File: src/cachePkg.sv
package cachePkg;

	// geometry
	localparam int addrWidth = 32;
	localparam int wordWidth = 32;
	localparam int wordsPerLine = 4;
	localparam int numSets = 16;
	localparam int numWays = 2;
	localparam int offsetWidth = 4; // byte offset in a line
	localparam int indexWidth = 4;
	localparam int tagWidth = addrWidth - indexWidth - offsetWidth;
	localparam int wordSelWidth = $clog2(wordsPerLine);

	typedef logic [wordWidth-1:0] wordT;
	typedef wordT [wordsPerLine-1:0] lineT;

	// --------------------
	// cpu side
	typedef struct packed {
		logic write;
		logic [addrWidth-1:0] addr;
		wordT wdata;
	} cpuReqT;

	typedef struct packed {
		wordT rdata;
		logic hit;
	} cpuRespT;

	// --------------------
	// memory side, one whole line per transaction
	typedef struct packed {
		logic write;
		logic [addrWidth-1:0] lineAddr;
		lineT line; // store data only
	} memReqT;

	typedef struct packed {
		logic valid;
		logic dirty;
	} wayStateT;

	typedef struct packed {
		logic [numWays-1:0][tagWidth-1:0] tag;
		wayStateT [numWays-1:0] state;
		logic lru; // least recently used way
	} lookupT;

endpackage

File: src/lineWriteback.sv
module lineWriteback import cachePkg::*; (
	input logic clk,
	input logic reset,
	input logic wbReq,
	input memReqT wbData,
	output logic wbAck,
	output logic wbBusy,
	output logic memReqOut,
	output memReqT memReqData,
	input logic memAck
);

	always_ff @(posedge clk) begin
		if (reset) begin
			wbAck <= 1'b0;
			wbBusy <= 1'b0;
			memReqOut <= 1'b0;
		end else begin
			// controller side, ack as soon as the line is held here
			if (wbReq && !wbAck && !wbBusy) begin
				memReqData <= wbData;
				wbAck <= 1'b1;
				wbBusy <= 1'b1;
				memReqOut <= 1'b1;
			end else begin
				if (!wbReq)
					wbAck <= 1'b0;
				if (memReqOut && memAck)
					memReqOut <= 1'b0;
				if (wbBusy && !memReqOut && !memAck)
					wbBusy <= 1'b0; // store handshake finished
			end
		end
	end

endmodule

File: config.mk
export PLATFORM = sky130hd
export DESIGN_NAME = lineWriteback
export DESIGN_NICKNAME = d
export VERILOG_FILES = /design/src/cachePkg.sv /design/src/lineWriteback.sv
export SDC_FILE = /design/constraint.sdc
export NUM_CORES = 1
export LEC_CHECK = 0
export BUFFER_PORTS_ARGS = -buffer_cell sky130_fd_sc_hd__buf_4
export CORE_ASPECT_RATIO = 0.75
export CORE_MARGIN = 10
export CORE_UTILIZATION = 44
export DETAILED_ROUTE_END_ITERATION = 8
export GPL_ROUTABILITY_DRIVEN = 0
export PLACE_DENSITY = 0.89
export SLEW_MARGIN = 20
export SYNTH_ARGS = -nofsm -noshare
export SYNTH_HDL_FRONTEND = slang
export SYNTH_SLANG_ARGS = --single-unit
File: constraint.sdc
create_clock -name clk -period 26.8 [get_ports clk]
set_input_delay 2.68 -clock clk [delete_from_list [all_inputs] [get_ports clk]]
set_output_delay 2.68 -clock clk [all_outputs]
set_load 0.01 [all_outputs]
# Yosys cells after proc, flatten, opt, wreduce, memory -nomap -nowiden

Index checks and enable logic that the tools add are counted.

Latch bits: 0
ROM bits: 0
Bits in registers: 164
RAM bits: 0
Memories: 0
Bits of input ports: 165
Output and inout port bits: 164

Mux-type cells: 6
Divide/modulo/power cells: 0
Equality and inequality tests: 1
Shift-type cells: 0
Multiply operators: 0
Reduce and logical (&&, ||, !) cells: 12
Bitwise gates (word level): 1
Add/subtract/negate cells: 0
Magnitude comparators: 0

Operators by type and width:

| cell               | count |
|---|---|
| $mux 1             | 6 |
| $logic_and 1x1->1  | 5 |
| $logic_not 1->1    | 4 |
| $reduce_bool 2->1  | 2 |
| $ne 2x1->1 const B | 1 |
| $reduce_and 2->1   | 1 |
| $not 1->1          | 1 |

# Logic depth before layout (Yosys ltp)

Depth after elaboration: 5
Gate-level depth with buffers: 2
Mapped depth without buffers: 2

# Worst setup path before layout

No wires, ideal clock.

Path type: input to register
Start: input port wbReq
End: register memReqData[0] (netlist name) (enable)
Data required time: 26.116 ns
Arrival: 9.750 ns
Cell stages on the path: 2
Buffers on the path: 0
Setup slack: 16.366 ns
Cell sequence: or3b_1 > nor2_1

Cells in the longest elaborated chain, start to end: 3

Ends and longest elaborated chain:

| what                              | line                | RTL |
|---|---|---|
| start, declared                   | lineWriteback.sv:4  | `input logic wbReq,` |
| $logic_and 1x1->1 (2 in a row)    | lineWriteback.sv:20 | `if (wbReq && !wbAck && !wbBusy) begin` |
| $reduce_and 2->1 (no source line) | n/a                 |  |
| end signal, assigned              | lineWriteback.sv:21 | `memReqData <= wbData;` |
| end, declared                     | lineWriteback.sv:9  | `output memReqT memReqData,` |

No other way between the ends.
A chain may end at the register's enable or synchronous reset.

# Worst setup path after layout

Start: input port wbReq
End: register memReqData[35] (netlist name) (enable)

Same word-level chain as after synthesis.

==> metrics.txt <==
Hold WC Path Type flip-flop to flip-flop; Avg Vias per Cell around 4.6; largest net degree at the start of global routing 93; RSZ-0062 raised after global routing no; vias in the first global route 3,510; I/O Buffers 328; Seq/Total Area, Yosys 99.0%; fmax 0.241 GHz; CP arrival between 4 and 5 ns; pre-CTS setup slack 21.99 ns; Yosys warnings 0; setup TNS 0 ns; Yosys cell types 9; Post-Synthesis Cell Area 4940 um^2; post-CTS sizing 0; grt total ovfl 0; post-CTS setup buffer count 0; Worst slew margin 45.8%; global-route wire length before repair roughly 23,000 um; Worst Tran Pin Value about 0.8 ns; via count 3,111; fin nets approximately 690; Setup violations, final 0; total die area 15,900 um^2; Syn Area/Cell 28.7 um^2; PnR worst setup slack 22.65 ns; total CTS buffers 17; num rows 33; M1 WL 5000 um; Final Hold Fails 0; Clk Latency, worst-skew pair 0.41 ns; ANT cells 0; uppermost routed layer met4; run status finished clean; met2 WL between 8000 and 9000 um; wire length per cell 23.6 um; CTS Sinks roughly 160; total of max-cap violations 0; final wirelength 15,900 um; Synth Instances 172; clk slew on worst S/H paths 0.06 ns; crit path kind input pin to flip-flop; Setup crit end kind flip-flop; Starting Density a little under half; post-synthesis register bit count ~160; Worst EP required ~27 ns; Residual DRC 0; Final min period 4.15 ns; critical path launch point type input pin; hpwl dp 12,500 um; CTS tree yes; Synth Net Count 337; Longest Clk Path Bufs 2; placed cell count between 600 and 700; initial antenna violation count 0; DR WL met3 1900 um; pwr/cell area 73.5 nW/um^2; period utilisation layout 15.5%; drt first pass iters 4; share of layout cells above drive strength 1 67.4%; placed cell area between 7000 and 8000 um^2; Fillers 638; Slew Viols, Final 0; Layout area overhead 66.8%; chip width 142 um; Final Cell Area slightly above 8000 um^2; CTS Hold Bufs 0; Die Y 112 um; starting DRC count in detailed routing 229; Post-Layout Cell Count about 670; CP max FO 92; DRT antenna net count 0; clock root cell clkbuf_16; Tot GR Track Use 19.5%; Pleak 3.43 nW; maximum VDD drop 0.0590 mV; IO Pins 329; Core ar. between 10,000 and 15,000 um^2; CTS H-tree lvls 4; clk_skew 0.00931 ns
[report_power, final]
group | switching, mW | total, mW | internal, mW
combinational | 0.0197 | 0.0466 | 0.0269
sequential | 0.00353 | 0.299 | 0.295
clock | 0.0942 | 0.260 | 0.166
total | 0.117 | 0.606 | 0.488
[cell usage in the layout, fill, tap and decap left out]
master	n
clkbuf_1	3
clkinv_4	2
clkinvlp_4	1
a21oi_1	2
nor2b_1	1
o21ai_0	1
buf_4	329
clkbuf_16	17
nor3b_1	1
nor2_4	1
inv_6	2
edfxtp_1	161
dfxtp_1	3
nand2b_1	1
clkinv_2	2
bufinv_16	5
or3b_1	1
buf_6	1
[critical path, cell delays in order]
cell and delay (ns):
buf_4 0.08, or3b_1 0.42, nor2_4 0.28, buf_6 0.66
[per-layer routing]
layer	vias up	global-route usage, %
li1	1399	-
met1	1505	18.3
met2	191	35.2
met3	16	10.5
met4	0	6.39
met5	-	0
[registers in the layout (all words and copies together) (netlist names)]
signal	cells
memReqData	161
wbAck	1
wbBusy	1
memReqOut	1
[Yosys cell counts (all sizes together)]
cell	n	area share [%]
nor2	1	0.076
dfxtp	3	1.2
o21ai	1	0.10
nor3b	1	0.15
nand2b	1	0.13
nor2b	1	0.13
a21oi	2	0.20
or3b	1	0.18
edfxtp	161	98
[per-stage QoR]
| step | utilization (%) | power (mW) | hold WS (ns) |
|---|---|---|---|
| after CTS | 75.3 | 0.612 | 0.514 |
| after floorplan | - | 0.316 | 0.496 |
| after global routing | 75.4 | 0.626 | 0.538 |
| after global placement | 69.5 | 0.349 | 0.477 |
| after detailed placement | 69.5 | 0.351 | 0.497 |
| final | 75.4 | 0.606 | 0.513 |
[worst paths after layout]
| check | from | end | slack (ns) | cells after the start |
|---|---|---|---|---|
| setup / recovery | wbReq | memReqData[35]$_DFFE_PP_ | 22.65 | 4 |
| hold reg to reg | memReqOut$_SDFFE_PP0P_ | memReqOut$_SDFFE_PP0P_ | 0.51 | 2 |
| setup reg to reg | wbBusy$_SDFFE_PP0P_ | memReqData[35]$_DFFE_PP_ | 24.62 | 3 |
| hold / removal | memReqOut$_SDFFE_PP0P_ | memReqOut$_SDFFE_PP0P_ | 0.51 | 2 |
[logic make-up (layout without fill, tap and decap cells)]
family,Yosys count,after routing,synth area share (%)
AOI/OAI and AO/OA,3,3,0.304
buffers and inverters,0,362,0
DFF,164,164,99.0
and+or+nand+nor,5,5,0.658
[cell type report]
| class | instances | area, um^2 | area share, % |
|---|---|---|---|
| Sequential cell | 164 | 4890 | 59.4 |
| Multi-Input combinational cell | 8 | 55.1 | 0.668 |
| Clock inverter | 12 | 203 | 2.46 |
| Timing Repair Buffer | 330 | 2480 | 30.1 |
| Tap cell | 140 | 175 | 2.12 |
| Clock buffer | 20 | 437 | 5.30 |
Note: power is estimated with default switching activity, not from simulation.
