[src/cachePkg.sv]
package cachePkg;

	// geometry
	localparam int addrWidth = 32;
	localparam int wordWidth = 32;
	localparam int wordsPerLine = 4;
	localparam int numSets = 16;
	localparam int numWays = 2;
	localparam int offsetWidth = 4; // byte offset in a line
	localparam int indexWidth = 4;
	localparam int tagWidth = addrWidth - indexWidth - offsetWidth;
	localparam int wordSelWidth = $clog2(wordsPerLine);

	typedef logic [wordWidth-1:0] wordT;
	typedef wordT [wordsPerLine-1:0] lineT;

	// --------------------
	// cpu side
	typedef struct packed {
		logic write;
		logic [addrWidth-1:0] addr;
		wordT wdata;
	} cpuReqT;

	typedef struct packed {
		wordT rdata;
		logic hit;
	} cpuRespT;

	// --------------------
	// memory side, one whole line per transaction
	typedef struct packed {
		logic write;
		logic [addrWidth-1:0] lineAddr;
		lineT line; // store data only
	} memReqT;

	typedef struct packed {
		logic valid;
		logic dirty;
	} wayStateT;

	typedef struct packed {
		logic [numWays-1:0][tagWidth-1:0] tag;
		wayStateT [numWays-1:0] state;
		logic lru; // least recently used way
	} lookupT;

endpackage

[src/memArbiter.sv]
module memArbiter import cachePkg::*; (
	input logic clk,
	input logic reset,
	input logic wbMemReq,
	input memReqT wbMemData,
	output logic wbMemAck,
	input logic fillMemReq,
	input memReqT fillMemData,
	output logic fillMemAck,
	output logic memReq,
	output memReqT memReqData,
	input logic memAck
);

	logic busy;
	logic ownerWb; // 1 = writeback holds the port
	logic ownerReq;

	assign ownerReq = ownerWb ? wbMemReq : fillMemReq;

	always_ff @(posedge clk) begin
		if (reset) begin
			busy <= 1'b0;
			ownerWb <= 1'b0;
		end else if (!busy) begin
			if (wbMemReq) begin
				busy <= 1'b1;
				ownerWb <= 1'b1;
			end else if (fillMemReq) begin
				busy <= 1'b1;
				ownerWb <= 1'b0;
			end
		end else if (!ownerReq && !memAck) begin
			busy <= 1'b0; // four-phase cycle complete
		end
	end

	// --------------------
	// routing
	assign memReq = busy && ownerReq;
	assign memReqData = ownerWb ? wbMemData : fillMemData;
	assign wbMemAck = busy && ownerWb && memAck;
	assign fillMemAck = busy && !ownerWb && memAck;

endmodule

[config.mk]
export PLATFORM = sky130hd
export DESIGN_NAME = memArbiter
export DESIGN_NICKNAME = d
export VERILOG_FILES = /design/src/cachePkg.sv /design/src/memArbiter.sv
export SDC_FILE = /design/constraint.sdc
export NUM_CORES = 1
export LEC_CHECK = 0
export BUFFER_PORTS_ARGS = -buffer_cell sky130_fd_sc_hd__buf_2
export CORE_AREA = 2 2 192 194
export CTS_CLUSTER_DIAMETER = 100
export CTS_CLUSTER_SIZE = 8
export DETAILED_ROUTE_END_ITERATION = 8
export DIE_AREA = 0 0 194 196
export SYNTH_ARGS = -nofsm -noshare
export SYNTH_HDL_FRONTEND = slang
export SYNTH_SLANG_ARGS = --single-unit
[constraint.sdc]
create_clock -name clk -period 1.4 [get_ports clk]
set_input_delay 0.14 -clock clk [delete_from_list [all_inputs] [get_ports clk]]
set_output_delay 0.14 -clock clk [all_outputs]
set_load 0.1 [all_outputs]
### Yosys cells after proc, flatten, opt, wreduce, memory -nomap -nowiden

Index checks and enable logic that the tools add are counted.

| cells by class | value |
|---|---|
| magnitude comparators | 0 |
| multiply operators | 0 |
| muxes and demuxes | 8 |
| reduce and logical (&&, ||, !) cells | 11 |
| bitwise gates (word level) | 1 |
| divide/modulo/power cells | 0 |
| add/subtract/negate cells | 0 |
| shifts and indexed selects | 0 |
| equality and inequality tests | 0 |

Operator list:

| operator | number |
|---|---|
| 161-bit two-way mux | 1 |
| 1-bit two-way mux | 7 |
| 1-bit logical AND | 6 |
| 1-bit zero test | 3 |
| 2-bit AND reduction | 1 |
| 2-bit nonzero test | 1 |
| 1-bit inverter | 1 |

| storage, ports and cells | value |
|---|---|
| word-level logic and storage cells | 22 |
| latch bits | 0 |
| bits of input ports | 327 |
| memories | 0 |
| flip-flop bits (word level) | 2 |
| bits in read-only memories | 0 |
| RAM bits | 0 |
| output and inout port bits | 164 |

### Longest topological paths before layout

| depth | value |
|---|---|
| word-level depth | 5 |
| gate-level depth with buffers | 5 |
| mapped depth without buffers | 3 |

### Least setup slack after synthesis

Ideal clock, no wire load.

| timing path | value |
|---|---|
| kind | reg2out |
| from | register ownerWb |
| to | output port memReq |
| data arrival time | 1,988 ps |
| slack | -728 ps |
| data required time | 1,260 ps |
| cell stages (with the launch flop) | 5 |
| path buffers | 2 |
| cell sequence | dfxtp_1 -> buf_6 -> buf_6 -> mux2i_1 -> nor2b_1 |

| on the way | value |
|---|---|
| cells in the longest elaborated chain, start to end | 2 |

Ends and longest elaborated chain:

| what | RTL line | RTL |
|---|---|---|
| start, declared | memArbiter.sv:16 | `logic ownerWb;` |
| start signal, assigned | memArbiter.sv:24 | `ownerWb <= 1'b0;` |
| start signal, assigned | memArbiter.sv:28 | `ownerWb <= 1'b1;` |
| start signal, assigned | memArbiter.sv:31 | `ownerWb <= 1'b0;` |
| 1-bit two-way mux | memArbiter.sv:19 | `assign ownerReq = ownerWb ? wbMemReq : fillMemReq;` |
| 1-bit logical AND | memArbiter.sv:40 | `assign memReq = busy && ownerReq;` |
| end, declared | memArbiter.sv:10 | `output logic memReq,` |

No other way between the ends.

==> flow_metrics.tcl <==
set metrics [dict create \
    outcome "complete, but fails checks" \
    violations "negative setup slack" \
    hold_ws_ns 0.0822 \
    synth-seq-cells 2 \
    num_vias 3764 \
    yosysTopAreaCell "mux2_4" \
    first_pass_iters 4 \
    syn_area_per_cell_sq_um 12.9 \
    crit_type "reg -> out" \
    yosys_warnings 0 \
    grt_first_pass_wirelength_mm 23.9 \
    core_sq_um 36100 \
    powerDensity_nw_per_um2 868 \
    clk_path_buf_depth 2 \
    n_antenna_cell 0 \
    yosys-top-cells-count "mux2_4 (102), mux2_2 (59), buf_6 (15)" \
    postRouteWirelength_mm 18.2 \
    rsz0062_at_grt "yes" \
    syn_nets 522 \
    clk_latency_ns 0.23 \
    fp.dieH_microns 196 \
    grt-ovfl-total 0 \
    avgViaCountPerCell 3.19 \
    hold_depth 2 \
    grt_pass1_vias 3989 \
    hold_path.class "in -> reg" \
    design_area_sq_um 8530 \
    worstReg2RegEnd "busy" \
    seq_area_sq_um 43.8 \
    yosysMostFrequentCell "mux2_4" \
    grt_max_degree 25 \
    tritoncts "built" \
    layout.nets 1039 \
    grt_use_total_pct 8.18 \
    fp-row-count 70 \
    cts_buffers 3 \
    die_area_sq_um 38000 \
    utilization_pct 23.6 \
    ys_types 19 \
    drt_iter0_markers 53 \
    path_max_fanout 22 \
    r2r-start "ownerWb" \
    drtAntennaViolNets 0 \
    die-width_microns 194 \
    slew_violations 0 \
    io_buffers 490 \
    period_needed_ns 1.69 \
    synthArstFlopShare_pct 0 \
    place_ws_ns -0.0951 \
    finalWorstSetupSlack_ns -0.287 \
    place.detailed.instances 1159 \
    final-setup-viol-count 163 \
    fin_skew_ns 0.00198 \
    dpl.hpwl_mm 15.5 \
    relSlewSlack_pct 81.9 \
    crit_path_start_kind "flip-flop" \
    yosysSeqAreaShare_pct 1.59 \
    ff2ff_setup_slack_ns 0.02 \
    htreeDepth 1 \
    path_clk_slew_ns 0.03 \
    finalNonFillerCells 1179 \
    synth_cells 195 \
    final.period_utilization_pct 121 \
    synth_edf_count 0 \
    synthesis.area_sq_um 2510 \
    drive_gt1_share_pct 98.5 \
    fmax_ghz 0.593 \
    cts.sinks 2 \
    fill_cells 3830 \
    gp_congestion 0.826 \
    synth.top_cell.area_share_pct 60.9 \
    area_growth_pct 239 \
    root_buffer "clkbuf_16" \
    hold_viol_final 0 \
    ctsHoldBuffers 0 \
    wl_per_cell_microns 15.4 \
    grt_antenna_before_repair 1 \
    peakVddDrop_mv 0.669 \
    start_util_pct 6.97 \
    placed_cell_area_sq_um 7580 \
    synth_area_leaders "mux2_4 (61%), mux2_2 (26%), buf_6 (6.7%), dfxtp_1 (1.6%), buf_2 (0.60%)" \
    cap_violations 0 \
    ff2ff_path_depth 6 \
    hold_start "reset" \
    io_pins 491 \
    critPathCaptureType "output port" \
    cp.arrival_ns 1.55 \
    synth_ff_type "dfxtp_1" \
    worstPathRequired_ns 1.26 \
    min_delay_worst_endpoint "ownerWb" \
    multi_input_area_sq_um 2410 \
    drc 0 \
    worst_pin_slew_ns 0.268 \
    leakage_nw 4.25 \
]
-- report_power, final --
group | internal [W] | switching (W)
Combinational | 0.00273 | 0.00414
Clock | 0.000377 | 0.0000861
Sequential | 0.0000622 | 0.00000849
Total | 0.00317 | 0.00424
-- critical path, cell delays in order (launching register included) --
cell and delay (ns):
dfxtp_4 0.37, buf_12 0.20, buf_6 0.18, mux2_2 0.38, buf_12 0.18
-- how the worst max path moves through the flow --
stage | startpoint | end | cells past startpoint
2_1_floorplan | ownerWb | fillMemAck | 4
5_1_grt | ownerWb | memReqData[19] | 4
3_3_place_gp | ownerWb | memReqData[106] | 4
4_1_cts | ownerWb | memReqData[106] | 4
3_5_place_dp | ownerWb | memReqData[106] | 4
6_report | ownerWb | memReqData[17] | 4
-- flip-flops by register name, indices dropped and copies added (netlist names) --
signal	cells
busy	1
ownerWb	1
-- repair_timing --
action                     4_1_cts  5_1_grt
setup endpoints to repair      162      164
gates cloned                     3        6
buffers inserted                 3        5
resized for setup               89       68
pin swaps                        0        2
-- per-layer routing --
layer / wire, microns / global-route usage (%) / share of wire, % / vias to the layer above
met1: 6790 / 9.23 / 37 / 1692
met3: 1560 / 1.81 / 8.6 / 6
met4: 45 / 0.589 / 0.25 / 0
li1: - / - / - / 1777
met2: 9780 / 16.2 / 54 / 289
met5: 0 / 0 / 0 / -
-- through the flow --
stage | TNS, ns | total power [W]
floorplan | -0.426 | 0.00421
global placement | -4.11 | 0.00643
detailed placement | -6.05 | 0.00647
CTS | -39.69 | 0.00718
global route | -45.20 | 0.00759
finish | -38.36 | 0.00740
-- logic make-up after synthesis --
kind of cell / count (synthesis) / share of synthesized area (%)
AOI/OAI and AO/OA: 2 / 0.398
muxes: 162 / 87.7
and+or+nand+nor: 9 / 2.24
buffers and inverters: 20 / 8.06
DFF: 2 / 1.59
-- layout by cell type (no fill, tap or decap) --
| cell | netlist | routed |
|---|---|---|
| buf_2 | 3 | 326 |
| buf_12 | 0 | 150 |
| mux2_4 | 102 | 131 |
| mux2_2 | 59 | 30 |
| buf_6 | 15 | 21 |
| buf_4 | 0 | 14 |
| clkbuf_16 | 0 | 9 |
| buf_8 | 1 | 8 |
| buf_16 | 0 | 6 |
| and3_2 | 0 | 1 |
| nand2_1 | 1 | 1 |
| nor2_4 | 0 | 1 |
| mux2i_1 | 1 | 1 |
| nor2b_2 | 0 | 1 |
| inv_1 | 1 | 1 |
| o21ai_0 | 1 | 1 |
| nand2b_1 | 1 | 1 |
| a21oi_1 | 1 | 1 |
| nor4b_4 | 0 | 1 |
| nor4bb_1 | 1 | 1 |
| nor3_1 | 1 | 1 |
| nor4_1 | 1 | 1 |
| dfxtp_1 | 2 | 1 |
| clkbuf_1 | 0 | 1 |
| dfxtp_4 | 0 | 1 |
-- cell type report --
| cell class | count | area share (%) |
|---|---|---|
| repair buffers | 531 | 63.4 |
| multi-input cells | 173 | 28.2 |
| well taps | 468 | 6.86 |
| clock buffers | 4 | 0.924 |
| flip-flops and latches | 2 | 0.513 |
| inverters | 1 | 0.0440 |
No activity file was read; power rests on OpenSTA's default activity.
