File: config.mk
export PLATFORM = sky130hd
export DESIGN_NAME = cacheCtrl
export DESIGN_NICKNAME = d
export VERILOG_FILES = /design/src/cachePkg.sv /design/src/cacheCtrl.sv
export SDC_FILE = /design/constraint.sdc
export NUM_CORES = 1
export LEC_CHECK = 0
export ABC_AREA = 1
export BUFFER_PORTS_ARGS = -buffer_cell sky130_fd_sc_hd__buf_2
export CAP_MARGIN = 20
export CELL_PAD_IN_SITES_DETAIL_PLACEMENT = 1
export CELL_PAD_IN_SITES_GLOBAL_PLACEMENT = 1
export CORE_AREA = 10 10 304 306
export DETAILED_ROUTE_END_ITERATION = 8
export DIE_AREA = 0 0 314 316
export GPL_TIMING_DRIVEN = 0
export HOLD_SLACK_MARGIN = 0.15
export PLACE_DENSITY = 0.52
export SLEW_MARGIN = 15
export SYNTH_ARGS = -nofsm -noshare
export SYNTH_HDL_FRONTEND = slang
export SYNTH_SLANG_ARGS = --single-unit
File: constraint.sdc
create_clock -name clk -period 30.9 [get_ports clk]
set_clock_uncertainty 0.15 [all_clocks]
set_input_delay 1.545 -clock clk [delete_from_list [all_inputs] [get_ports clk]]
set_output_delay 1.545 -clock clk [all_outputs]
set_load 0.02 [all_outputs]
File: src/cachePkg.sv
package cachePkg;

	// geometry
	localparam int addrWidth = 32;
	localparam int wordWidth = 32;
	localparam int wordsPerLine = 4;
	localparam int numSets = 16;
	localparam int numWays = 2;
	localparam int offsetWidth = 4; // byte offset in a line
	localparam int indexWidth = 4;
	localparam int tagWidth = addrWidth - indexWidth - offsetWidth;
	localparam int wordSelWidth = $clog2(wordsPerLine);

	typedef logic [wordWidth-1:0] wordT;
	typedef wordT [wordsPerLine-1:0] lineT;

	// --------------------
	// cpu side
	typedef struct packed {
		logic write;
		logic [addrWidth-1:0] addr;
		wordT wdata;
	} cpuReqT;

	typedef struct packed {
		wordT rdata;
		logic hit;
	} cpuRespT;

	// --------------------
	// memory side, one whole line per transaction
	typedef struct packed {
		logic write;
		logic [addrWidth-1:0] lineAddr;
		lineT line; // store data only
	} memReqT;

	typedef struct packed {
		logic valid;
		logic dirty;
	} wayStateT;

	typedef struct packed {
		logic [numWays-1:0][tagWidth-1:0] tag;
		wayStateT [numWays-1:0] state;
		logic lru; // least recently used way
	} lookupT;

endpackage

File: src/cacheCtrl.sv
module cacheCtrl import cachePkg::*; (
	input logic clk,
	input logic reset,
	input logic cpuReq,
	input cpuReqT cpuReqData,
	output logic cpuAck,
	output cpuRespT cpuResp,
	output logic [indexWidth-1:0] index,
	input lookupT lookup,
	input lineT readLine,
	output logic rdWay,
	output logic lineWe,
	output logic wordWe,
	output logic wrWay,
	output logic [indexWidth-1:0] wrIndex,
	output logic [tagWidth-1:0] wrTag,
	output lineT wrLine,
	output wordT wrWord,
	output logic [wordSelWidth-1:0] wrOffset,
	output logic setDirty,
	output logic touchWay,
	output logic touch,
	output logic fillReq,
	output logic [addrWidth-1:0] fillAddr,
	input logic fillAck,
	input lineT fillLine,
	output logic wbReq,
	output memReqT wbData,
	input logic wbAck,
	input logic wbBusy
);

	typedef enum logic [1:0] {sIdle, sMiss, sFill, sRespond} ctrlStateT;

	ctrlStateT state;
	logic missFlag; // current access started as a miss
	logic victimWay;
	logic [tagWidth-1:0] reqTag;
	logic [indexWidth-1:0] reqIndex;
	logic [wordSelWidth-1:0] reqWord;
	logic hit0, hit1, hit, hitWay;
	logic victim, needWb, done;

	assign reqTag = cpuReqData.addr[addrWidth-1 -: tagWidth];
	assign reqIndex = cpuReqData.addr[offsetWidth +: indexWidth];
	assign reqWord = cpuReqData.addr[offsetWidth-1 -: wordSelWidth];

	// --------------------
	// lookup
	assign hit0 = lookup.state[0].valid && (lookup.tag[0] == reqTag);
	assign hit1 = lookup.state[1].valid && (lookup.tag[1] == reqTag);
	assign hit = hit0 || hit1;
	assign hitWay = hit1;

	// invalid way first, else lru
	assign victim = !lookup.state[0].valid ? 1'b0 :
		!lookup.state[1].valid ? 1'b1 : lookup.lru;
	assign needWb = lookup.state[victimWay].valid && lookup.state[victimWay].dirty;
	assign done = (state == sIdle) && cpuReq && hit;

	// --------------------
	// array side
	assign index = reqIndex;
	assign wrIndex = reqIndex;
	assign rdWay = (state == sIdle) ? hitWay : victimWay;
	assign wrWay = (state == sFill) ? victimWay : hitWay;
	assign wrTag = reqTag;
	assign wrLine = fillLine;
	assign wrWord = cpuReqData.wdata;
	assign wrOffset = reqWord;
	assign lineWe = (state == sFill) && fillReq && fillAck;
	assign wordWe = done && cpuReqData.write;
	assign setDirty = cpuReqData.write;
	assign touch = done;
	assign touchWay = hitWay;

	always_ff @(posedge clk) begin
		if (reset) begin
			state <= sIdle;
			cpuAck <= 1'b0;
			fillReq <= 1'b0;
			wbReq <= 1'b0;
			missFlag <= 1'b0;
		end else begin
			case (state)
				sIdle: begin
					if (done) begin
						cpuAck <= 1'b1;
						cpuResp.rdata <= readLine[reqWord];
						cpuResp.hit <= !missFlag;
						missFlag <= 1'b0;
						state <= sRespond;
					end else if (cpuReq) begin
						victimWay <= victim;
						missFlag <= 1'b1;
						state <= sMiss;
					end
				end
				sMiss: begin
					// older store still running, hold off the next one
					if (!(needWb && wbBusy)) begin
						fillReq <= 1'b1;
						fillAddr <= {reqTag, reqIndex, {offsetWidth{1'b0}}};
						if (needWb) begin
							wbReq <= 1'b1;
							wbData.write <= 1'b1;
							wbData.lineAddr <= {lookup.tag[victimWay], reqIndex,
								{offsetWidth{1'b0}}};
							wbData.line <= readLine;
						end
						state <= sFill;
					end
				end
				sFill: begin
					if (wbReq && wbAck)
						wbReq <= 1'b0;
					if (fillReq && fillAck)
						fillReq <= 1'b0; // line installed this cycle
					if (!wbReq && !fillReq && !wbAck && !fillAck)
						state <= sIdle; // retry now hits
				end
				sRespond: begin
					if (!cpuReq) begin
						cpuAck <= 1'b0;
						state <= sIdle;
					end
				end
				default: state <= sIdle;
			endcase
		end
	end

endmodule

# Yosys cells after proc, flatten, opt, wreduce, memory -nomap -nowiden
# Index checks and enable logic that the tools add are counted.
# word_totals
register_bits,224
# classes
magnitude_cmp,2
n_eq_ne,13
n_reduce_logical,33
n_mux,27
n_bitwise,3
# op_table
cell,count
$bmux W32 S2,1
$eq A24 B24 Y1,2
$mux W24,2
$mux W32,1
$reduce_and A4 Y1,4
$logic_and A1 B1 Y1,14
$mux W2,7
$mux W1,12
$reduce_and A3 Y1,4
$ne A2 B2 Y1 const B,4
$pmux W2 S4,1
$ne A2 B1 Y1 const B,3
$pmux W1 S2,3
$reduce_bool A2 Y1,3
$logic_not A1 Y1,5
$eq A2 B2 Y1 const B,2
$lt A2 B3 Y1 const B,1
$ne A3 B3 Y1 const B,1
$not A1 Y1,3
$eq A2 B1 Y1 const B,1
$logic_not A2 Y1,1
$lt A1 B2 Y1 const B,1
$reduce_and A2 Y1,1
$logic_or A1 B1 Y1,1

# Longest topological paths before layout
# depth
ltp_word,6
mapped_depth,13
depth_no_buf,13

# Worst setup path after synthesis
# Ideal clock, no wire load.
# synth_path
kind,in2reg
start,input port lookup[4] (netlist name)
end,register wbData[0] (netlist name) (enable)
n_path_buf,0
setup_slack_ns,17.327
stages,4
setup_ns,0.863
arrival_ns,12.561
t_required_ns,29.887
cell_sequence,inv_1 o21a_4 or2_1 nor3_1
# synth_via
elab_chain_len,6
# synth_rtl
element,line_no,rtl
"start, declared",cacheCtrl.sv:9,"input lookupT lookup,"
$mux W2 (*) (2 in a row),--,
$logic_and A1 B1 Y1 (*),cacheCtrl.sv:58,assign needWb = lookup.state[victimWay].valid && lookup.state[victimWay].dirty;
$logic_and A1 B1 Y1,cacheCtrl.sv:101,if (!(needWb && wbBusy)) begin
$not A1 Y1 (no line),--,
$reduce_and A4 Y1 (no line) (*),--,
"end, declared",cacheCtrl.sv:28,"output memReqT wbData,"
# Mark *: on every way between the ends. The rest lies on a longest branch, timed or not. The select of a mux whose other input is x is not followed.
# A chain may end at the register's enable or synchronous reset.

# Worst setup path in the final report
# layout_path
start,input port cpuReqData[63] (netlist name)
end,output port touch
# layout_via
elab_chain_len,4
word_cells_on_any_way,6
# layout_rtl
element,line_no,rtl
"start, declared",cacheCtrl.sv:5,"input cpuReqT cpuReqData,"
$eq A24 B24 Y1 (on tied branches),"cacheCtrl.sv:50, cacheCtrl.sv:51",
$logic_and A1 B1 Y1 (on tied branches),"cacheCtrl.sv:50, cacheCtrl.sv:51",
$logic_or A1 B1 Y1 (*),cacheCtrl.sv:52,assign hit = hit0 || hit1;
$logic_and A1 B1 Y1 (*),cacheCtrl.sv:59,assign done = (state == sIdle) && cpuReq && hit;
"end, declared",cacheCtrl.sv:22,"output logic touch,"
# Mark *: on every way between the ends. The rest lies on a longest branch, timed or not.

==> impl_results.md <==
- Die area: 99,200 sq um
- CTS max path bufs: 3
- Cell taking the most area after synthesis: edfxtp_1
- # DRC: 0
- Share of layout cells above drive strength 1: 54.2%
- Gp weighted congestion: around 0.95
- I/O Buffers: 637
- Worst hold endpoint: cpuResp[0]$_DFFE_PP_
- Post-synthesis area per instance: between 10 and 15 sq um
- Flop2flop setup slack: between 20 and 30 ns
- Leakage: about 7.6 nW
- Clk sinks: approximately 220
- Drt first-iter violations: 569
- Mapped cell area: about 11,000 sq um
- Hold Violations, Final: 0
- Chip Width: between 300 and 400 um
- Post-synth top area share: about three fifths
- Antenna violations before repair: 22
- TritonCTS buffer count: 30
- Crit path buf inv count: 3
- Main synth FF type: edfxtp_1
- CP endpoint kind: output port
- FF-to-FF Start: victimWay$_SDFFCE_PN0P_
- Cell count after synthesis: 1,023
- Final global-route overflow total: 0
- GRT Overall Usage: approximately 15%
- Most common cell after layout, fill and taps aside: buf_2
- Min-delay src: missFlag$_SDFFE_PP0P_
- Hpwl dp: roughly 72 mm
- H-tree Lvls: 1
- Post-cts sizing count: 0
- Hold Path Depth: 1
- Maximum VDD drop: 0.0312 mV
- Row cnt: around 110
- Setup repair bufs after CTS: 0
- Fin Hold WS: between 0.3 and 0.4 ns
- Area of the core: ~86,000 sq um
- Pins Over Slew Limit: 0
- Critical path arrival: approximately 3.4 ns
- Slowest-stage cell, CP: xnor2_1
- Clock power frac: between 40% and 50%
- Tmin final: just over 5 ns
- Yosys warns: 0
- Launch point of the worst path: cpuReqData[63]
- Commonest non-fill, non-tap cells in the layout: buf_2 (638), buf_4 (220), edfxtp_1 (218)
- Sw frac: about 30%
- Outcome: complete, no violations
- Family with the most delay on the worst path: simple AND/OR/NAND/NOR gates
- Fin Setup TNS: 0 ns
- Maximum capacitance violations: 0
- Initial core utilization: about an eighth
- Vias in the first global route: ~12,000
- Flop pwr share: roughly 40%
- First-pass GRT wire length: 104 mm
- Register bit count reported by yosys: around 220
- Crit Path Category: in2out
- Req. time, crit path: between 20 and 30 ns
- Asr flop ratio synth: 0%
- Vias: approximately 11,000
- R2R cell count: 14
- Total internal power: approximately 0.6 mW
- Crit-path max FO: 5
- DRT Pass-1 Iters: 5
- Delay of the slowest critical-path stage: 0.44 ns
- Power Dens Cells: approximately 52 nW/um^2
- Unrepaired setup endpoints after global routing: false
- Relative slew slack: 40.4%
- Root buffer cell: clkbuf_16
- Die Ht: ~320 um
- Worst Max-Slew Pin Slew: around 0.89 ns
- Avg WL per Cell: approximately 28 um
- Startpoint Class: primary input
- Achievable Freq: about 0.20 GHz
- TritonCTS clock tree: yes
- Vias per cell: about 3.6
- Cell breakdown of the critical path: buf_2 > xnor2_1 > nand3_1 > nor2_1 > nand2_1 > nor2_1 > nand2_2 > nand2_2 > nand2_2 > inv_2 > buf_2
- Synth cell types: 36
- Reg2reg end: wbData[17]$_DFFE_PP_
- # setup viols final: 0
- Final WL: 80.4 mm
- Area growth from synthesis to layout: 54.3%
- Final clock period utilization by the worst path: 16.5%
- Pin count of the biggest net entering global routing: 26
- Sequential fraction of the synthesis area: approximately three fifths
- Hold_buf cts: 0
- Dominant cells by area after synthesis: edfxtp_1 (60%), buf_4 (14%), nand2_1 (5.8%), o21ai_0 (4.3%), nor2_1 (4.1%)
- Min-Delay Path Class: reg2reg
- Clk pin slew, worst setup/hold paths: ~0.060 ns
- Top-Level Pins: roughly 800
- Comb power frac: 17.8%
- Post-DRT Antenna Nets: 0
- Switching power: ~0.26 mW
- Crit-path most repeated cell: nand2_2
- Final net count: about 2,100
- Clock Latency Late Sink: approximately 0.58 ns
- Post-synth EDFFs: 218
-- worst max-delay path by stage --
stage          depth (start not counted)                    end
2_1_floorplan                          4    wbData[0]$_DFFE_PP_
3_3_place_gp                           5  wbData[108]$_DFFE_PP_
3_5_place_dp                          13  wbData[108]$_DFFE_PP_
4_1_cts                               11                  touch
5_1_grt                               11                  touch
6_report                              11                  touch
-- synth_stat cells, types with 4 or more instances --
cell type  number
nand2_2         8
ha_1            5
o21ai_0        93
dfxtp_1         6
inv_1          67
nand4_1         6
a21oi_1         5
nand2_1       169
xor2_1          6
edfxtp_1      218
buf_4         204
nor3_1          5
clkbuf_1       20
inv_2          11
nor2_1        120
nand3b_1        4
nand3_1        10
o22ai_1        32
xnor2_1         7
-- layout make-up --
type | count | area (sq um)
Clock buffer | 32 | 779
Clock inverter | 22 | 225
Tap cell | 1155 | 1450
Sequential cell | 224 | 6670
Inverter | 79 | 297
Fill cell | 10300 | 69400
Antenna cell | 6 | 15.0
Multi-Input combinational cell | 498 | 2350
Buffer | 229 | 1630
Timing Repair Buffer | 661 | 3410
-- worst register-to-register path, delay by kind of cell, from the launching register on --
kind	cells	cell delay, ns
AOI/OAI and AO/OA	1	0.14
buffers and inverters	10	2.20
DFF	1	0.38
and+or+nand+nor	3	0.92
-- flip-flops by register name, indices dropped and copies added, names as in the netlist, 2 cells and up --
name and flops:
state 2, fillAddr 28, wbData 156, cpuResp 33
-- cells by family after synthesis --
| logic type | Yosys count | share of synthesized area (%) |
|---|---|---|
| compound gates | 138 | 6.91 |
| xor+xnor | 13 | 1.04 |
| fa+ha+maj | 5 | 0.574 |
| buf+inv | 308 | 17.7 |
| flops | 224 | 61.2 |
| other cells | 2 | 0.0689 |
| simple gates | 333 | 12.5 |
-- power by group through the flow --
| stage | registers (mW) | clock network, mW | logic [mW] |
|---|---|---|---|
| after global placement | 0.353 | 0 | 0.154 |
| after floorplan | 0.358 | 0 | 0.0711 |
| after CTS | 0.344 | 0.384 | 0.159 |
| after detailed placement | 0.350 | 0 | 0.158 |
| after global routing | 0.344 | 0.394 | 0.165 |
| final | 0.344 | 0.369 | 0.154 |
-- metal layers --
layer	vias up	track usage (%)	routed length, um
li1	4641	-	-
met1	5182	14.5	27000
met2	604	29.1	42900
met3	98	6.16	7790
met4	24	4.54	2570
met5	-	0	160
-- metrics by stage --
stage | setup slack, ns | power [mW] | utilization, % | cells | area [sq um]
6_report | 25.82 | 0.867 | 19.5 | 2906 | 16800
5_1_grt | 25.74 | 0.904 | 19.5 | 2901 | 16800
4_1_cts | 25.75 | 0.887 | 19.5 | 2900 | 16800
2_1_floorplan | 17.33 | 0.429 | - | 1030 | 10900
3_3_place_gp | 9.69 | 0.507 | 18.0 | 2822 | 15600
3_5_place_dp | 25.59 | 0.508 | 18.3 | 2846 | 15800
No activity file was read; power rests on OpenSTA's default activity.
