==> src/cachePkg.sv <==
package cachePkg;

	// geometry
	localparam int addrWidth = 32;
	localparam int wordWidth = 32;
	localparam int wordsPerLine = 4;
	localparam int numSets = 16;
	localparam int numWays = 2;
	localparam int offsetWidth = 4; // byte offset in a line
	localparam int indexWidth = 4;
	localparam int tagWidth = addrWidth - indexWidth - offsetWidth;
	localparam int wordSelWidth = $clog2(wordsPerLine);

	typedef logic [wordWidth-1:0] wordT;
	typedef wordT [wordsPerLine-1:0] lineT;

	// --------------------
	// cpu side
	typedef struct packed {
		logic write;
		logic [addrWidth-1:0] addr;
		wordT wdata;
	} cpuReqT;

	typedef struct packed {
		wordT rdata;
		logic hit;
	} cpuRespT;

	// --------------------
	// memory side, one whole line per transaction
	typedef struct packed {
		logic write;
		logic [addrWidth-1:0] lineAddr;
		lineT line; // store data only
	} memReqT;

	typedef struct packed {
		logic valid;
		logic dirty;
	} wayStateT;

	typedef struct packed {
		logic [numWays-1:0][tagWidth-1:0] tag;
		wayStateT [numWays-1:0] state;
		logic lru; // least recently used way
	} lookupT;

endpackage

==> src/lineFill.sv <==
module lineFill import cachePkg::*; (
	input logic clk,
	input logic reset,
	input logic fillReq,
	input logic [addrWidth-1:0] fillAddr,
	output logic fillAck,
	output lineT fillLine,
	output logic memReqOut,
	output memReqT memReqData,
	input logic memAck,
	input lineT memRdata
);

	typedef enum logic [1:0] {sIdle, sMem, sDrain, sAck} fillStateT;

	fillStateT state;

	always_ff @(posedge clk) begin
		if (reset) begin
			state <= sIdle;
			fillAck <= 1'b0;
			memReqOut <= 1'b0;
		end else begin
			case (state)
				sIdle: if (fillReq) begin
					memReqOut <= 1'b1;
					memReqData.write <= 1'b0;
					memReqData.lineAddr <= fillAddr;
					memReqData.line <= '0;
					state <= sMem;
				end
				sMem: if (memAck) begin
					fillLine <= memRdata;
					memReqOut <= 1'b0;
					state <= sDrain;
				end
				sDrain: if (!memAck) begin // memory side closed
					fillAck <= 1'b1;
					state <= sAck;
				end
				sAck: if (!fillReq) begin
					fillAck <= 1'b0;
					state <= sIdle;
				end
				default: state <= sIdle;
			endcase
		end
	end

endmodule

==> config.mk <==
export PLATFORM = sky130hd
export DESIGN_NAME = lineFill
export DESIGN_NICKNAME = d
export VERILOG_FILES = /design/src/cachePkg.sv /design/src/lineFill.sv
export SDC_FILE = /design/constraint.sdc
export NUM_CORES = 1
export LEC_CHECK = 0
export ABC_AREA = 1
export BUFFER_PORTS_ARGS = -buffer_cell sky130_fd_sc_hd__buf_2
export CELL_PAD_IN_SITES_DETAIL_PLACEMENT = 1
export CELL_PAD_IN_SITES_GLOBAL_PLACEMENT = 2
export CORE_AREA = 5 5 176 178
export CTS_BUF_LIST = sky130_fd_sc_hd__clkbuf_2 sky130_fd_sc_hd__clkbuf_4 sky130_fd_sc_hd__clkbuf_8
export CTS_CLUSTER_DIAMETER = 200
export DETAILED_ROUTE_END_ITERATION = 7
export DIE_AREA = 0 0 181 183
export GPL_TIMING_DRIVEN = 0
export PLACE_DENSITY_LB_ADDON = 0.1
export SYNTH_ARGS = -nofsm -noshare
export SYNTH_HDL_FRONTEND = slang
export SYNTH_SLANG_ARGS = --single-unit
==> constraint.sdc <==
create_clock -name clk -period 20.3 [get_ports clk]
set_input_delay 1.015 -clock clk [delete_from_list [all_inputs] [get_ports clk]]
set_output_delay 1.015 -clock clk [all_outputs]
set_load 0.005 [all_outputs]
Yosys cells after proc, flatten, opt, wreduce, memory -nomap -nowiden

Cells that the tools add are included.

Register bits: 164
Bits of input ports: 164

Eq/ne operators: 7
Muxes and demuxes: 11
Bitwise operators: 1
Reductions and logical operators: 8

Operator list:

| operator                                      | number |
|---|---|
| AND reduction 3 bit                           | 4 |
| two-way mux 2 bit                             | 4 |
| inequality test 2 bit, second input constant  | 4 |
| case mux 2 bit (4 select lines)               | 1 |
| == test 2 bit, second input constant          | 2 |
| two-way mux 1 bit                             | 4 |
| case mux 1 bit (2 select lines)               | 2 |
| AND reduction 4 bit                           | 1 |
| nonzero test 2 bit                            | 2 |
| == test 2 x 1 -> 1 bit, second input constant | 1 |
| zero test 2 bit                               | 1 |
| inverter 1 bit                                | 1 |

Logic depth before layout (Yosys ltp)

Gate-level depths: netlist of the first run.

Depth in word-level cells: 3
Depth in mapped cells: 8
Depth with buffers taken out: 8

Worst setup path after synthesis of the first run

OpenSTA, ideal clock, no wires.

Path kind: input to register
Start: input memAck
End: register fillLine[0] in the netlist's numbering, enable pin
Arrival time: 6416 ps
Required time: 19682 ps
Setup slack: 13266 ps
Cell stages on the path: 2
Cells stage by stage: nand2_1 > nor2_1

Cells in the longest elaborated chain, start to end: 1

Ends and longest elaborated chain:

| item                          | line           | text |
|---|---|---|
| from (decl)                   | lineFill.sv:10 | `input logic memAck,` |
| AND reduction 3 bit (no line) | --             |  |
| to (signal assigned)          | lineFill.sv:33 | `fillLine <= memRdata;` |
| to (decl)                     | lineFill.sv:7  | `output lineT fillLine,` |

No other way between the ends.
A chain may end at the register's enable or synchronous reset.

Worst setup path in the final report of the first run

Start: register state[0]
End: register fillLine[125] in the netlist's numbering, enable pin

Cells in the longest elaborated chain, start to end: 2

Ends and longest elaborated chain:

| item                          | line           | text |
|---|---|---|
| from (decl)                   | lineFill.sv:16 | `fillStateT state;` |
| from (signal assigned)        | lineFill.sv:20 | `state <= sIdle;` |
| from (signal assigned)        | lineFill.sv:30 | `state <= sMem;` |
| from (signal assigned)        | lineFill.sv:35 | `state <= sDrain;` |
| == test 2 x 1 -> 1 bit        | lineFill.sv:24 | `case (state)` |
| AND reduction 3 bit (no line) | --             |  |

No other way between the ends.

==> qor.json, run 1 <==
{
  "synthesis.instances": {"value": 337},
  "comb_power_share": {"value": 15.7, "unit": "%"},
  "critical_path.most_common_cell": {"value": "buf_12"},
  "layout_min_cycle_time": {"value": 2.16, "unit": "ns"},
  "grt_use_total": {"value": 11.4, "unit": "%"},
  "pin_count_of_the_biggest_net_entering_global_routing": {"value": 36},
  "cap_violations": {"value": 0},
  "timing.max_slew.rel_slack": {"value": 38.8, "unit": "%"},
  "ctsResizeCount": {"value": 0},
  "total_switching_power": {"value": 0.217, "unit": "mW"},
  "filler_cell_count": {"value": 3321},
  "outcome": {"value": "completed"},
  "setup.worst_path.class": {"value": "register to register"},
  "first_pass_grt_wire_length": {"value": 28200, "unit": "µm"},
  "crit_path_top_delay_cell": {"value": "nor2_4"},
  "cp_slowest_stage_delay": {"value": 0.51, "unit": "ns"},
  "insertion_delay": {"value": 0.44, "unit": "ns"},
  "finish.net_count": {"value": 983},
  "power.share.sequential": {"value": 53.9, "unit": "%"},
  "die-height": {"value": 183, "unit": "µm"},
  "final_common_cell": {"value": "buf_2"},
  "clkSlewWorstSetupHoldPaths": {"value": 0.10, "unit": "ns"},
  "setup_tns_final": {"value": 0, "unit": "ns"},
  "utilization": {"value": 31.5, "unit": "%"},
  "max-vdd-ir-drop": {"value": 0.0452, "unit": "mV"},
  "via_count": {"value": 4072},
  "initial_antenna_violation_count": {"value": 5},
  "routabilityCongestion": {"value": 0.761},
  "seq_area_frac_synth": {"value": 80.1, "unit": "%"},
  "number_of_storage_elements_in_the_synthesis_netlist": {"value": 164},
  "core_area": {"value": 29200, "unit": "µm²"},
  "ant_nets": {"value": 0},
  "dr.first_iter.drc_count": {"value": 116},
  "fp.dieArea": {"value": 33100, "unit": "µm²"},
  "max_slew.worst_pin.slew": {"value": 0.916, "unit": "ns"},
  "design_power_total": {"value": 0.777, "unit": "mW"},
  "numPortBuffers": {"value": 325},
  "cts_tree": {"value": "built"},
  "p_leak": {"value": 4.28, "unit": "nW"},
  "drt-pass1-iter-count": {"value": 4},
  "critPathLaunchType": {"value": "register"},
  "timing.final.crit_share": {"value": 10.6, "unit": "%"},
  "layout.cells.most_common_list": {"value": "325 x buf_2, 160 x edfxtp_1, 129 x buf_4, 129 x conb_1, 17 x clkbuf_8"},
  "drc": {"value": 0},
  "finish.instance_area": {"value": 9200, "unit": "µm²"},
  "grt_setup_unrepaired": {"value": "false"},
  "routed_via_density": {"value": 3.34},
  "timing.critical_path.fanout_max": {"value": 32},
  "first_global_vias": {"value": 4431},
  "hpwl": {"value": 16600, "unit": "µm"},
  "post_dp_cell_area": {"value": 8800, "unit": "µm²"},
  "areaGrowthSynthToFinish": {"value": 50.8, "unit": "%"},
  "cts-root-buf": {"value": "clkbuf_8"},
  "path_class_of_the_lowest_slack_min_delay_path": {"value": "register to register"},
  "route.detailed.wl_per_inst": {"value": 16.2, "unit": "µm"},
  "cts_buffer_depth": {"value": 2},
  "count_of_distinct_cell_types_in_the_synthesized_netlist": {"value": 17},
  "cts_hold_buf": {"value": 0},
  "arrival": {"value": 2.30, "unit": "ns"},
  "finalSetupViolations": {"value": 0},
  "synth.cell_area": {"value": 6100, "unit": "µm²"},
  "row_count": {"value": 63},
  "timing_hold_violations_final": {"value": 0},
  "syn_avg_cell_area": {"value": 18.1, "unit": "µm²"},
  "skew": {"value": 0.0131, "unit": "ns"},
  "critical_path.cell_chain": {"value": "ha_1, nand2_1, nor2_4, buf_12, buf_12"},
  "worst_ep_required_time": {"value": 20.44, "unit": "ns"},
  "cts_setup_buffers": {"value": 0},
  "initial_core_util": {"value": 20.9, "unit": "%"},
  "ys_warn_count": {"value": 0},
  "max_freq": {"value": 463, "unit": "MHz"},
  "timing.critical_path.to_type": {"value": "register"},
  "tritoncts.num_buffers": {"value": 17},
  "drive_gt1_share": {"value": 60.2, "unit": "%"},
  "pwr_density_cell": {"value": 84.4, "unit": "nW/µm²"},
  "clock_sink_count": {"value": 164},
  "gr-total-overflow": {"value": 0},
  "fin_worst_hold_slack": {"value": 0.490, "unit": "ns"},
  "io_pins": {"value": 455},
  "sw_frac_of_total": {"value": 28.0, "unit": "%"},
  "wl": {"value": 19700, "unit": "µm"},
  "die-width": {"value": 181, "unit": "µm"},
  "pins_over_their_slew_limit": {"value": 0},
  "cts_max_level": {"value": 4},
  "power.clock.fraction": {"value": 30.4, "unit": "%"},
  "internal_power_component": {"value": 0.559, "unit": "mW"}
}
-- worst max-delay path: cells and delay by family (launching register included) --
family	cells	cell delay, ns
AND/OR/NAND/NOR	2	0.62
buffers and inverters	2	0.51
flip-flops	1	0.46
adder cells (fa/ha/maj)	1	0.22
-- per-stage QoR --
stage                     std cells  setup WS [ns]
after floorplan                 465          13.27
after global routing           1216          18.01
after global placement         1180          10.46
after CTS                      1216          18.07
after detailed placement       1184          17.64
final                          1219          18.14
-- registers in the layout, indices dropped and copies added (netlist names) --
register and cells:
fillAck 1, state 2, memReqData 32, memReqOut 1, fillLine 128
-- synth_stat cells --
cell | instances | area share, %
edfxtp_1 | 160 | 79
buf_4 | 129 | 16
nand2_1 | 10 | 0.62
nor2_1 | 9 | 0.55
ha_1 | 6 | 1.2
inv_1 | 6 | 0.37
dfxtp_1 | 4 | 1.3
nand2_2 | 4 | 0.41
a21oi_1 | 1 | 0.082
a31oi_1 | 1 | 0.10
conb_1 | 1 | 0.061
inv_2 | 1 | 0.061
nand3_1 | 1 | 0.082
nand4_1 | 1 | 0.10
nor2_4 | 1 | 0.18
o21ai_1 | 1 | 0.082
or2_1 | 1 | 0.10
-- power groups by stage --
stage	registers (mW)	clock network, mW	logic (mW)
2_1_floorplan	0.435	0	0.0540
3_3_place_gp	0.434	0	0.117
3_5_place_dp	0.427	0	0.124
4_1_cts	0.420	0.250	0.124
5_1_grt	0.422	0.263	0.137
6_report	0.419	0.236	0.122
-- metal layers --
layer  track usage, %  up-vias  part of all wire (%)
met1             11.5     1888                    34
met2             20.1      270                    51
met4             2.46        8                  0.89
met3             7.06       17                    13
li1                 -     1889                     -
met5                0        -                  0.31
-- path summary, 6_finish.rpt --
| path | slack (ns) | cells after the start | from | end |
|---|---|---|---|---|
| setup reg to reg | 18.14 | 5 | state[0]$_SDFFE_PP0P_ | fillLine[125]$_DFFE_PP_ |
| hold / removal | 0.49 | 2 | fillAck$_SDFFE_PP0P_ | fillAck$_SDFFE_PP0P_ |
| hold reg to reg | 0.49 | 2 | fillAck$_SDFFE_PP0P_ | fillAck$_SDFFE_PP0P_ |
| setup / recovery | 18.14 | 5 | state[0]$_SDFFE_PP0P_ | fillLine[125]$_DFFE_PP_ |
-- final cells by class --
| type | instances | area (µm²) | share of cell area (%) |
|---|---|---|---|
| Clock buffer | 17 | 234 | 2.54 |
| Inverter | 7 | 26.3 | 0.286 |
| Clock inverter | 15 | 161 | 1.75 |
| Sequential cell | 164 | 4880 | 53.1 |
| Tap cell | 390 | 488 | 5.30 |
| Timing Repair Buffer | 329 | 1710 | 18.6 |
| Antenna cell | 3 | 7.51 | 0.0816 |
| Buffer | 129 | 968 | 10.5 |
| Multi-Input combinational cell | 165 | 716 | 7.78 |
-- cell families (layout without fill, tap and decap cells) --
family,after synthesis,after routing,share of synthesized area (%)
other,1,132,0.0615
AND/OR/NAND/NOR,27,27,2.05
adder cells (fa/ha/maj),6,6,1.23
buffers and inverters,136,497,16.3
AO/OA/AOI/OAI,3,3,0.267
flip-flops,164,164,80.1
Note: power is estimated with default switching activity, not from simulation.
==> run 2, diff against run 1 <==
- CORE_AREA: 5 5 176 178 -> 5 5 174 176
- DIE_AREA: 0 0 181 183 -> 0 0 179 181
- clock period: 20.3 -> 1.8 ns (I/O delays scaled with it)
==> qor.json, run 2 (synthesis gave the netlist of run 1 again) <==
{
  "finalSetupViolations": {"value": 0},
  "clkSlewWorstSetupHoldPaths": {"value": 0.11, "unit": "ns"},
  "dr.first_iter.drc_count": {"value": 125},
  "layout_top_registers": {"value": "fillLine (128), memReqData (32), state (2)"},
  "drive_gt1_share": {"value": 51.2, "unit": "%"},
  "register_with_the_most_flip_flops": {"value": "fillLine"},
  "routed_via_density": {"value": 3.41},
  "final_common_cell": {"value": "buf_2"},
  "initial_antenna_violation_count": {"value": 0},
  "cp_slowest_stage_delay": {"value": 0.37, "unit": "ns"},
  "layout.cells.most_common_list": {"value": "325 x buf_2, 160 x edfxtp_1, 160 x dlygate4sd3_1"},
  "global_route.usage.met2": {"value": 23.9, "unit": "%"},
  "p_leak": {"value": 4.98, "unit": "nW"},
  "grt_use_total": {"value": 12.4, "unit": "%"},
  "hpwl": {"value": 16800, "unit": "µm"},
  "die-height": {"value": 181, "unit": "µm"},
  "cts_max_level": {"value": 4},
  "num_antenna_cells": {"value": 0},
  "gr-total-overflow": {"value": 0},
  "areaGrowthSynthToFinish": {"value": 78.3, "unit": "%"},
  "post_dp_cell_area": {"value": 8800, "unit": "µm²"},
  "layout_setup_ws": {"value": 0.245, "unit": "ns"},
  "max_freq": {"value": 643, "unit": "MHz"},
  "cap_violations": {"value": 0},
  "whs_path_depth": {"value": 5},
  "critical_path.cell_chain": {"value": "inv_2, ha_4, nand2_4, nor2_4, buf_12, buf_12"},
  "setup.worst_path.class": {"value": "register to register"},
  "setup_tns_final": {"value": 0, "unit": "ns"},
  "path_class_of_the_lowest_slack_min_delay_path": {"value": "input port to register"},
  "filler_cell_count": {"value": 3128},
  "timing.critical_path.depth": {"value": 6},
  "core_area": {"value": 28500, "unit": "µm²"},
  "r2r-start": {"value": "state[1]$_SDFFE_PP0P_"},
  "hold_start": {"value": "fillReq"},
  "routabilityCongestion": {"value": 0.692},
  "pwr_density_cell": {"value": 851, "unit": "nW/µm²"},
  "finish.net_count": {"value": 1147},
  "global_route.peak_usage_layer": {"value": "met2"},
  "die-width": {"value": 179, "unit": "µm"},
  "layout_min_cycle_time": {"value": 1.56, "unit": "ns"},
  "initial_core_util": {"value": 21.4, "unit": "%"},
  "ff2ff_path_depth": {"value": 6},
  "pin_count_of_the_biggest_net_entering_global_routing": {"value": 36},
  "numPortBuffers": {"value": 325},
  "finish.instance_area": {"value": 10900, "unit": "µm²"},
  "row_count": {"value": 62},
  "cts-root-buf": {"value": "clkbuf_8"},
  "utilization": {"value": 38.2, "unit": "%"},
  "skew": {"value": 0.0164, "unit": "ns"},
  "io_pins": {"value": 455},
  "ant_nets": {"value": 0},
  "arrival": {"value": 1.69, "unit": "ns"},
  "drc": {"value": 0},
  "via_count": {"value": 4687},
  "critical_path.most_common_cell": {"value": "buf_12"},
  "wl": {"value": 21300, "unit": "µm"},
  "grt_setup_unrepaired": {"value": "false"},
  "crit_path_top_delay_cell": {"value": "dfxtp_2"},
  "drt-pass1-iter-count": {"value": 4},
  "critPathLaunchType": {"value": "register"},
  "route.detailed.wl_per_inst": {"value": 15.5, "unit": "µm"},
  "fp.dieArea": {"value": 32400, "unit": "µm²"},
  "flip_flop_and_latch_area": {"value": 4890, "unit": "µm²"},
  "worst_ep_required_time": {"value": 1.94, "unit": "ns"},
  "global_route.usage.met1": {"value": 11.7, "unit": "%"},
  "path_buf_inv": {"value": 3},
  "first_pass_grt_wire_length": {"value": 30400, "unit": "µm"},
  "multi_input_area": {"value": 747, "unit": "µm²"},
  "worstSetupStartpoint": {"value": "state[1]$_SDFFE_PP0P_"},
  "cts_tree": {"value": "built"},
  "global_route.usage.met3": {"value": 6.04, "unit": "%"},
  "outcome": {"value": "completed"},
  "cpLargestDelayFamily": {"value": "buffers and inverters"},
  "timing.critical_path.fanout_max": {"value": 34},
  "dpl_worst_slack": {"value": -0.199, "unit": "ns"},
  "cts_buffer_depth": {"value": 2},
  "clock_sink_count": {"value": 164},
  "tritoncts.num_buffers": {"value": 17},
  "max-vdd-ir-drop": {"value": 0.422, "unit": "mV"},
  "timing.final.crit_share": {"value": 86.4, "unit": "%"},
  "pins_over_their_slew_limit": {"value": 0},
  "largest_reg_flops": {"value": 128},
  "first_global_vias": {"value": 5173},
  "timing_hold_violations_final": {"value": 0},
  "insertion_delay": {"value": 0.45, "unit": "ns"},
  "timing.critical_path.to_type": {"value": "register"}
}
-- run 2: metrics by stage --
step / hold WS, ns / power, mW / instances
floorplan: 0.189 / 5.52 / 465
finish: 0.0605 / 9.26 / 1374
CTS: 0.0118 / 9.41 / 1372
global placement: 0.267 / 6.20 / 1174
global route: 0.0478 / 9.83 / 1374
detailed placement: 0.268 / 6.24 / 1178
-- run 2: layer usage --
metal / up-vias / wire (µm)
met5: - / 0
met4: 0 / 205
met3: 12 / 2560
met2: 259 / 11600
met1: 2199 / 6910
li1: 2217 / -
-- run 2: layout make-up --
| class | instances | area share (%) |
|---|---|---|
| plain buffers | 129 | 8.91 |
| clock buffers | 18 | 2.22 |
| clock inverters | 14 | 1.53 |
| inverters | 7 | 0.242 |
| multi-input cells | 166 | 6.87 |
| flip-flops and latches | 164 | 44.9 |
| well taps | 384 | 4.42 |
| repair buffers | 492 | 30.9 |
-- run 2: tightest hold or removal path, stage by stage --
cell and delay, ns:
buf_2 0.12, inv_2 0.05, nand2_2 0.08, a21oi_1 0.07, nor2_1 0.08
-- run 2: final timing paths --
kind                                                to  slack (ns)
worst max-delay path            fillLine[32]$_DFFE_PP_        0.24
worst min-delay path            memReqOut$_SDFFE_PP0P_        0.06
worst max register to register  fillLine[32]$_DFFE_PP_        0.24
worst min register to register    fillAck$_SDFFE_PP0P_        0.50
-- run 2: what timing repair did --
item                                    CTS  global route
gates cloned                              1             0
endpoints found under the setup margin   90            32
buffers inserted                          1             2
endpoints found under the hold margin   160             0
pin swaps                                 1             2
hold buffers                            160             0
gates resized for setup                   1             0
-- run 2: power by group --
part           internal (mW)  switching [mW]  leakage, nW  total (mW)
Combinational          0.921           0.829         3.29        1.75
Clock                   1.19            1.59        0.201        2.78
Sequential              4.62           0.110         1.49        4.73
Total                   6.72            2.53         4.98        9.26
==> run 3, diff against run 2 <==
--- a/config.mk
+++ b/config.mk
@@ -10,11 +10,12 @@
 export CELL_PAD_IN_SITES_DETAIL_PLACEMENT = 1
 export CELL_PAD_IN_SITES_GLOBAL_PLACEMENT = 2
-export CORE_AREA = 5 5 174 176
+export CORE_AREA = 5 5 172 174
 export CTS_BUF_LIST = sky130_fd_sc_hd__clkbuf_2 sky130_fd_sc_hd__clkbuf_4 sky130_fd_sc_hd__clkbuf_8
 export CTS_CLUSTER_DIAMETER = 200
 export DETAILED_ROUTE_END_ITERATION = 7
-export DIE_AREA = 0 0 179 181
+export DIE_AREA = 0 0 177 179
 export GPL_TIMING_DRIVEN = 0
 export PLACE_DENSITY_LB_ADDON = 0.1
+export RECOVER_POWER = 50
 export SYNTH_ARGS = -nofsm -noshare
 export SYNTH_HDL_FRONTEND = slang
==> constraint.sdc (replaced) <==
create_clock -name clk -period 1.5 [get_ports clk]
set_input_delay 0.225 -clock clk [delete_from_list [all_inputs] [get_ports clk]]
set_output_delay 0.225 -clock clk [all_outputs]
set_load 0.005 [all_outputs]
==> qor.json, run 3 (synthesis gave the netlist of run 1 again) <==
{
  "max-vdd-ir-drop": {"value": 0.484, "unit": "mV"},
  "largest_reg_flops": {"value": 128},
  "critical_path.cell_chain": {"value": "inv_4, ha_4, nand2_4, nor2_4, clkbuf_16, clkbuf_16"},
  "pins_over_their_slew_limit": {"value": 0},
  "drc": {"value": 0},
  "setup.worst_path.class": {"value": "register to register"},
  "utilization": {"value": 39.7, "unit": "%"},
  "numPortBuffers": {"value": 325},
  "finish.net_count": {"value": 1155},
  "cts_tree": {"value": "built"},
  "timing.critical_path.fanout_max": {"value": 15},
  "route.detailed.wl_per_inst": {"value": 16.5, "unit": "µm"},
  "drive_gt1_share": {"value": 45.8, "unit": "%"},
  "crit_path_top_delay_cell": {"value": "dfxtp_4"},
  "dr.first_iter.drc_count": {"value": 112},
  "worst_r2r_endpoint": {"value": "fillLine[18]$_DFFE_PP_"},
  "critical_path.most_common_cell": {"value": "clkbuf_16"},
  "ant_nets": {"value": 0},
  "cts_max_level": {"value": 4},
  "worst_ep_required_time": {"value": 1.66, "unit": "ns"},
  "finalSetupViolations": {"value": 0},
  "p_leak": {"value": 4.88, "unit": "nW"},
  "timing.hold.worst_endpoint": {"value": "fillAck$_SDFFE_PP0P_"},
  "cp_slowest_stage_delay": {"value": 0.38, "unit": "ns"},
  "die-height": {"value": 179, "unit": "µm"},
  "routabilityCongestion": {"value": 0.731},
  "io_pins": {"value": 455},
  "first_pass_grt_wire_length": {"value": 32000, "unit": "µm"},
  "grt_setup_unrepaired": {"value": "true"},
  "cap_violations": {"value": 0},
  "timing_hold_violations_final": {"value": 0},
  "via_count": {"value": 4703},
  "cts_buffer_depth": {"value": 2},
  "wl": {"value": 22700, "unit": "µm"},
  "areaGrowthSynthToFinish": {"value": 79.8, "unit": "%"},
  "timing.critical_path.to_type": {"value": "register"},
  "fin_worst_hold_slack": {"value": 0.191, "unit": "ns"},
  "dpl.cell_count": {"value": 1172},
  "layout_min_cycle_time": {"value": 1.46, "unit": "ns"},
  "gr-total-overflow": {"value": 0},
  "grt_use_total": {"value": 13.4, "unit": "%"},
  "drt-pass1-iter-count": {"value": 4},
  "skew": {"value": 0.0182, "unit": "ns"},
  "ff2ff_path_depth": {"value": 6},
  "insertion_delay": {"value": 0.45, "unit": "ns"},
  "tritoncts.num_buffers": {"value": 17},
  "layout_top_registers": {"value": "fillLine (128), memReqData (32), state (2)"},
  "critPathLaunchType": {"value": "register"},
  "outcome": {"value": "completed"},
  "initial_antenna_violation_count": {"value": 1},
  "filler_cell_count": {"value": 3075},
  "final_common_cell": {"value": "buf_2"},
  "num_antenna_cells": {"value": 0},
  "setup_tns_final": {"value": 0, "unit": "ns"},
  "path_class_of_the_lowest_slack_min_delay_path": {"value": "input port to register"},
  "pin_count_of_the_biggest_net_entering_global_routing": {"value": 33},
  "register_with_the_most_flip_flops": {"value": "fillLine"},
  "row_count": {"value": 61},
  "core_area": {"value": 27600, "unit": "µm²"},
  "first_global_vias": {"value": 5359},
  "clock_sink_count": {"value": 164},
  "cts-root-buf": {"value": "clkbuf_8"},
  "layout.cells.most_common_list": {"value": "264 x buf_2, 160 x edfxtp_1, 160 x dlygate4sd3_1"},
  "routed_via_density": {"value": 3.42},
  "timing.final.crit_share": {"value": 97.6, "unit": "%"},
  "hold_start": {"value": "fillReq"},
  "regToRegSetupSlack": {"value": 0.04, "unit": "ns"},
  "max_freq": {"value": 683, "unit": "MHz"},
  "r2r-start": {"value": "state[1]$_SDFFE_PP0P_"},
  "fp.dieArea": {"value": 31700, "unit": "µm²"},
  "final-instance-count-excl-fill": {"value": 1376},
  "initial_core_util": {"value": 22.1, "unit": "%"},
  "die-width": {"value": 177, "unit": "µm"},
  "whs_path_depth": {"value": 4},
  "arrival": {"value": 1.62, "unit": "ns"},
  "design_power_total": {"value": 11.1, "unit": "mW"},
  "pwr_density_cell": {"value": 1010, "unit": "nW/µm²"},
  "hpwl": {"value": 16900, "unit": "µm"},
  "clkSlewWorstSetupHoldPaths": {"value": 0.09, "unit": "ns"}
}
run 3: cell type report:
cell class | instances | area, µm² | area share, %
multi-input cells | 166 | 752 | 6.86
inverters | 7 | 28.8 | 0.262
repair buffers | 500 | 3470 | 31.6
well taps | 378 | 473 | 4.31
clock buffers | 18 | 241 | 2.20
flip-flops and latches | 164 | 4890 | 44.6
plain buffers | 129 | 968 | 8.83
clock inverters | 14 | 141 | 1.29
run 3: worst max-delay path by stage:
stage | startpoint | to | cells past startpoint
after global routing | state[1]$_SDFFE_PP0P_ | fillLine[34]$_DFFE_PP_ | 6
after detailed placement | state[1]$_SDFFE_PP0P_ | fillLine[100]$_DFFE_PP_ | 6
after global placement | state[0]$_SDFFE_PP0P_ | fillLine[116]$_DFFE_PP_ | 3
final | state[1]$_SDFFE_PP0P_ | fillLine[18]$_DFFE_PP_ | 6
after floorplan | state[1]$_SDFFE_PP0P_ | fillLine[0]$_DFFE_PP_ | 4
after CTS | state[1]$_SDFFE_PP0P_ | fillLine[108]$_DFFE_PP_ | 6
run 3: where the power goes:
group | internal (mW) | leakage [nW] | total (mW) | switching [mW]
logic | 1.19 | 3.21 | 2.23 | 1.04
clock network | 1.26 | 0.187 | 3.17 | 1.91
registers | 5.55 | 1.49 | 5.69 | 0.146
run 3: what timing repair did:
action                                  CTS  global route
hold buffers                            160             0
endpoints found under the hold margin   160             0
gates cloned                              3             2
endpoints found under the setup margin  147           104
buffers inserted                          5             2
gates resized for setup                   6             7
pin swaps                                 3             1
run 3: worst max-delay path, delay by kind of cell (launching register included):
family / cells / cell delay, ns
AND/OR/NAND/NOR: 2 / 0.16
adder cells (fa/ha/maj): 1 / 0.14
flip-flops: 1 / 0.38
buffers and inverters: 3 / 0.50
run 3: through the flow:
| step | area [µm²] | setup WS, ns |
|---|---|---|
| 6_report | 11000 | 0.0359 |
| 5_1_grt | 11000 | -0.0223 |
| 4_1_cts | 11000 | -0.0192 |
| 3_5_place_dp | 8800 | -0.455 |
| 3_3_place_gp | 8720 | -2.40 |
| 2_1_floorplan | 6620 | -1.41 |
run 3: metal layers:
metal / wire length, µm / vias to the layer above / GRT usage (%) / part of all wire [%]
met4: 118 / 2 / 2.71 / 0.52
met5: 20 / - / 0 / 0.088
li1: - / 2234 / - / -
met3: 2780 / 9 / 7.00 / 12
met1: 7520 / 2199 / 13.0 / 33
met2: 12200 / 259 / 25.4 / 54
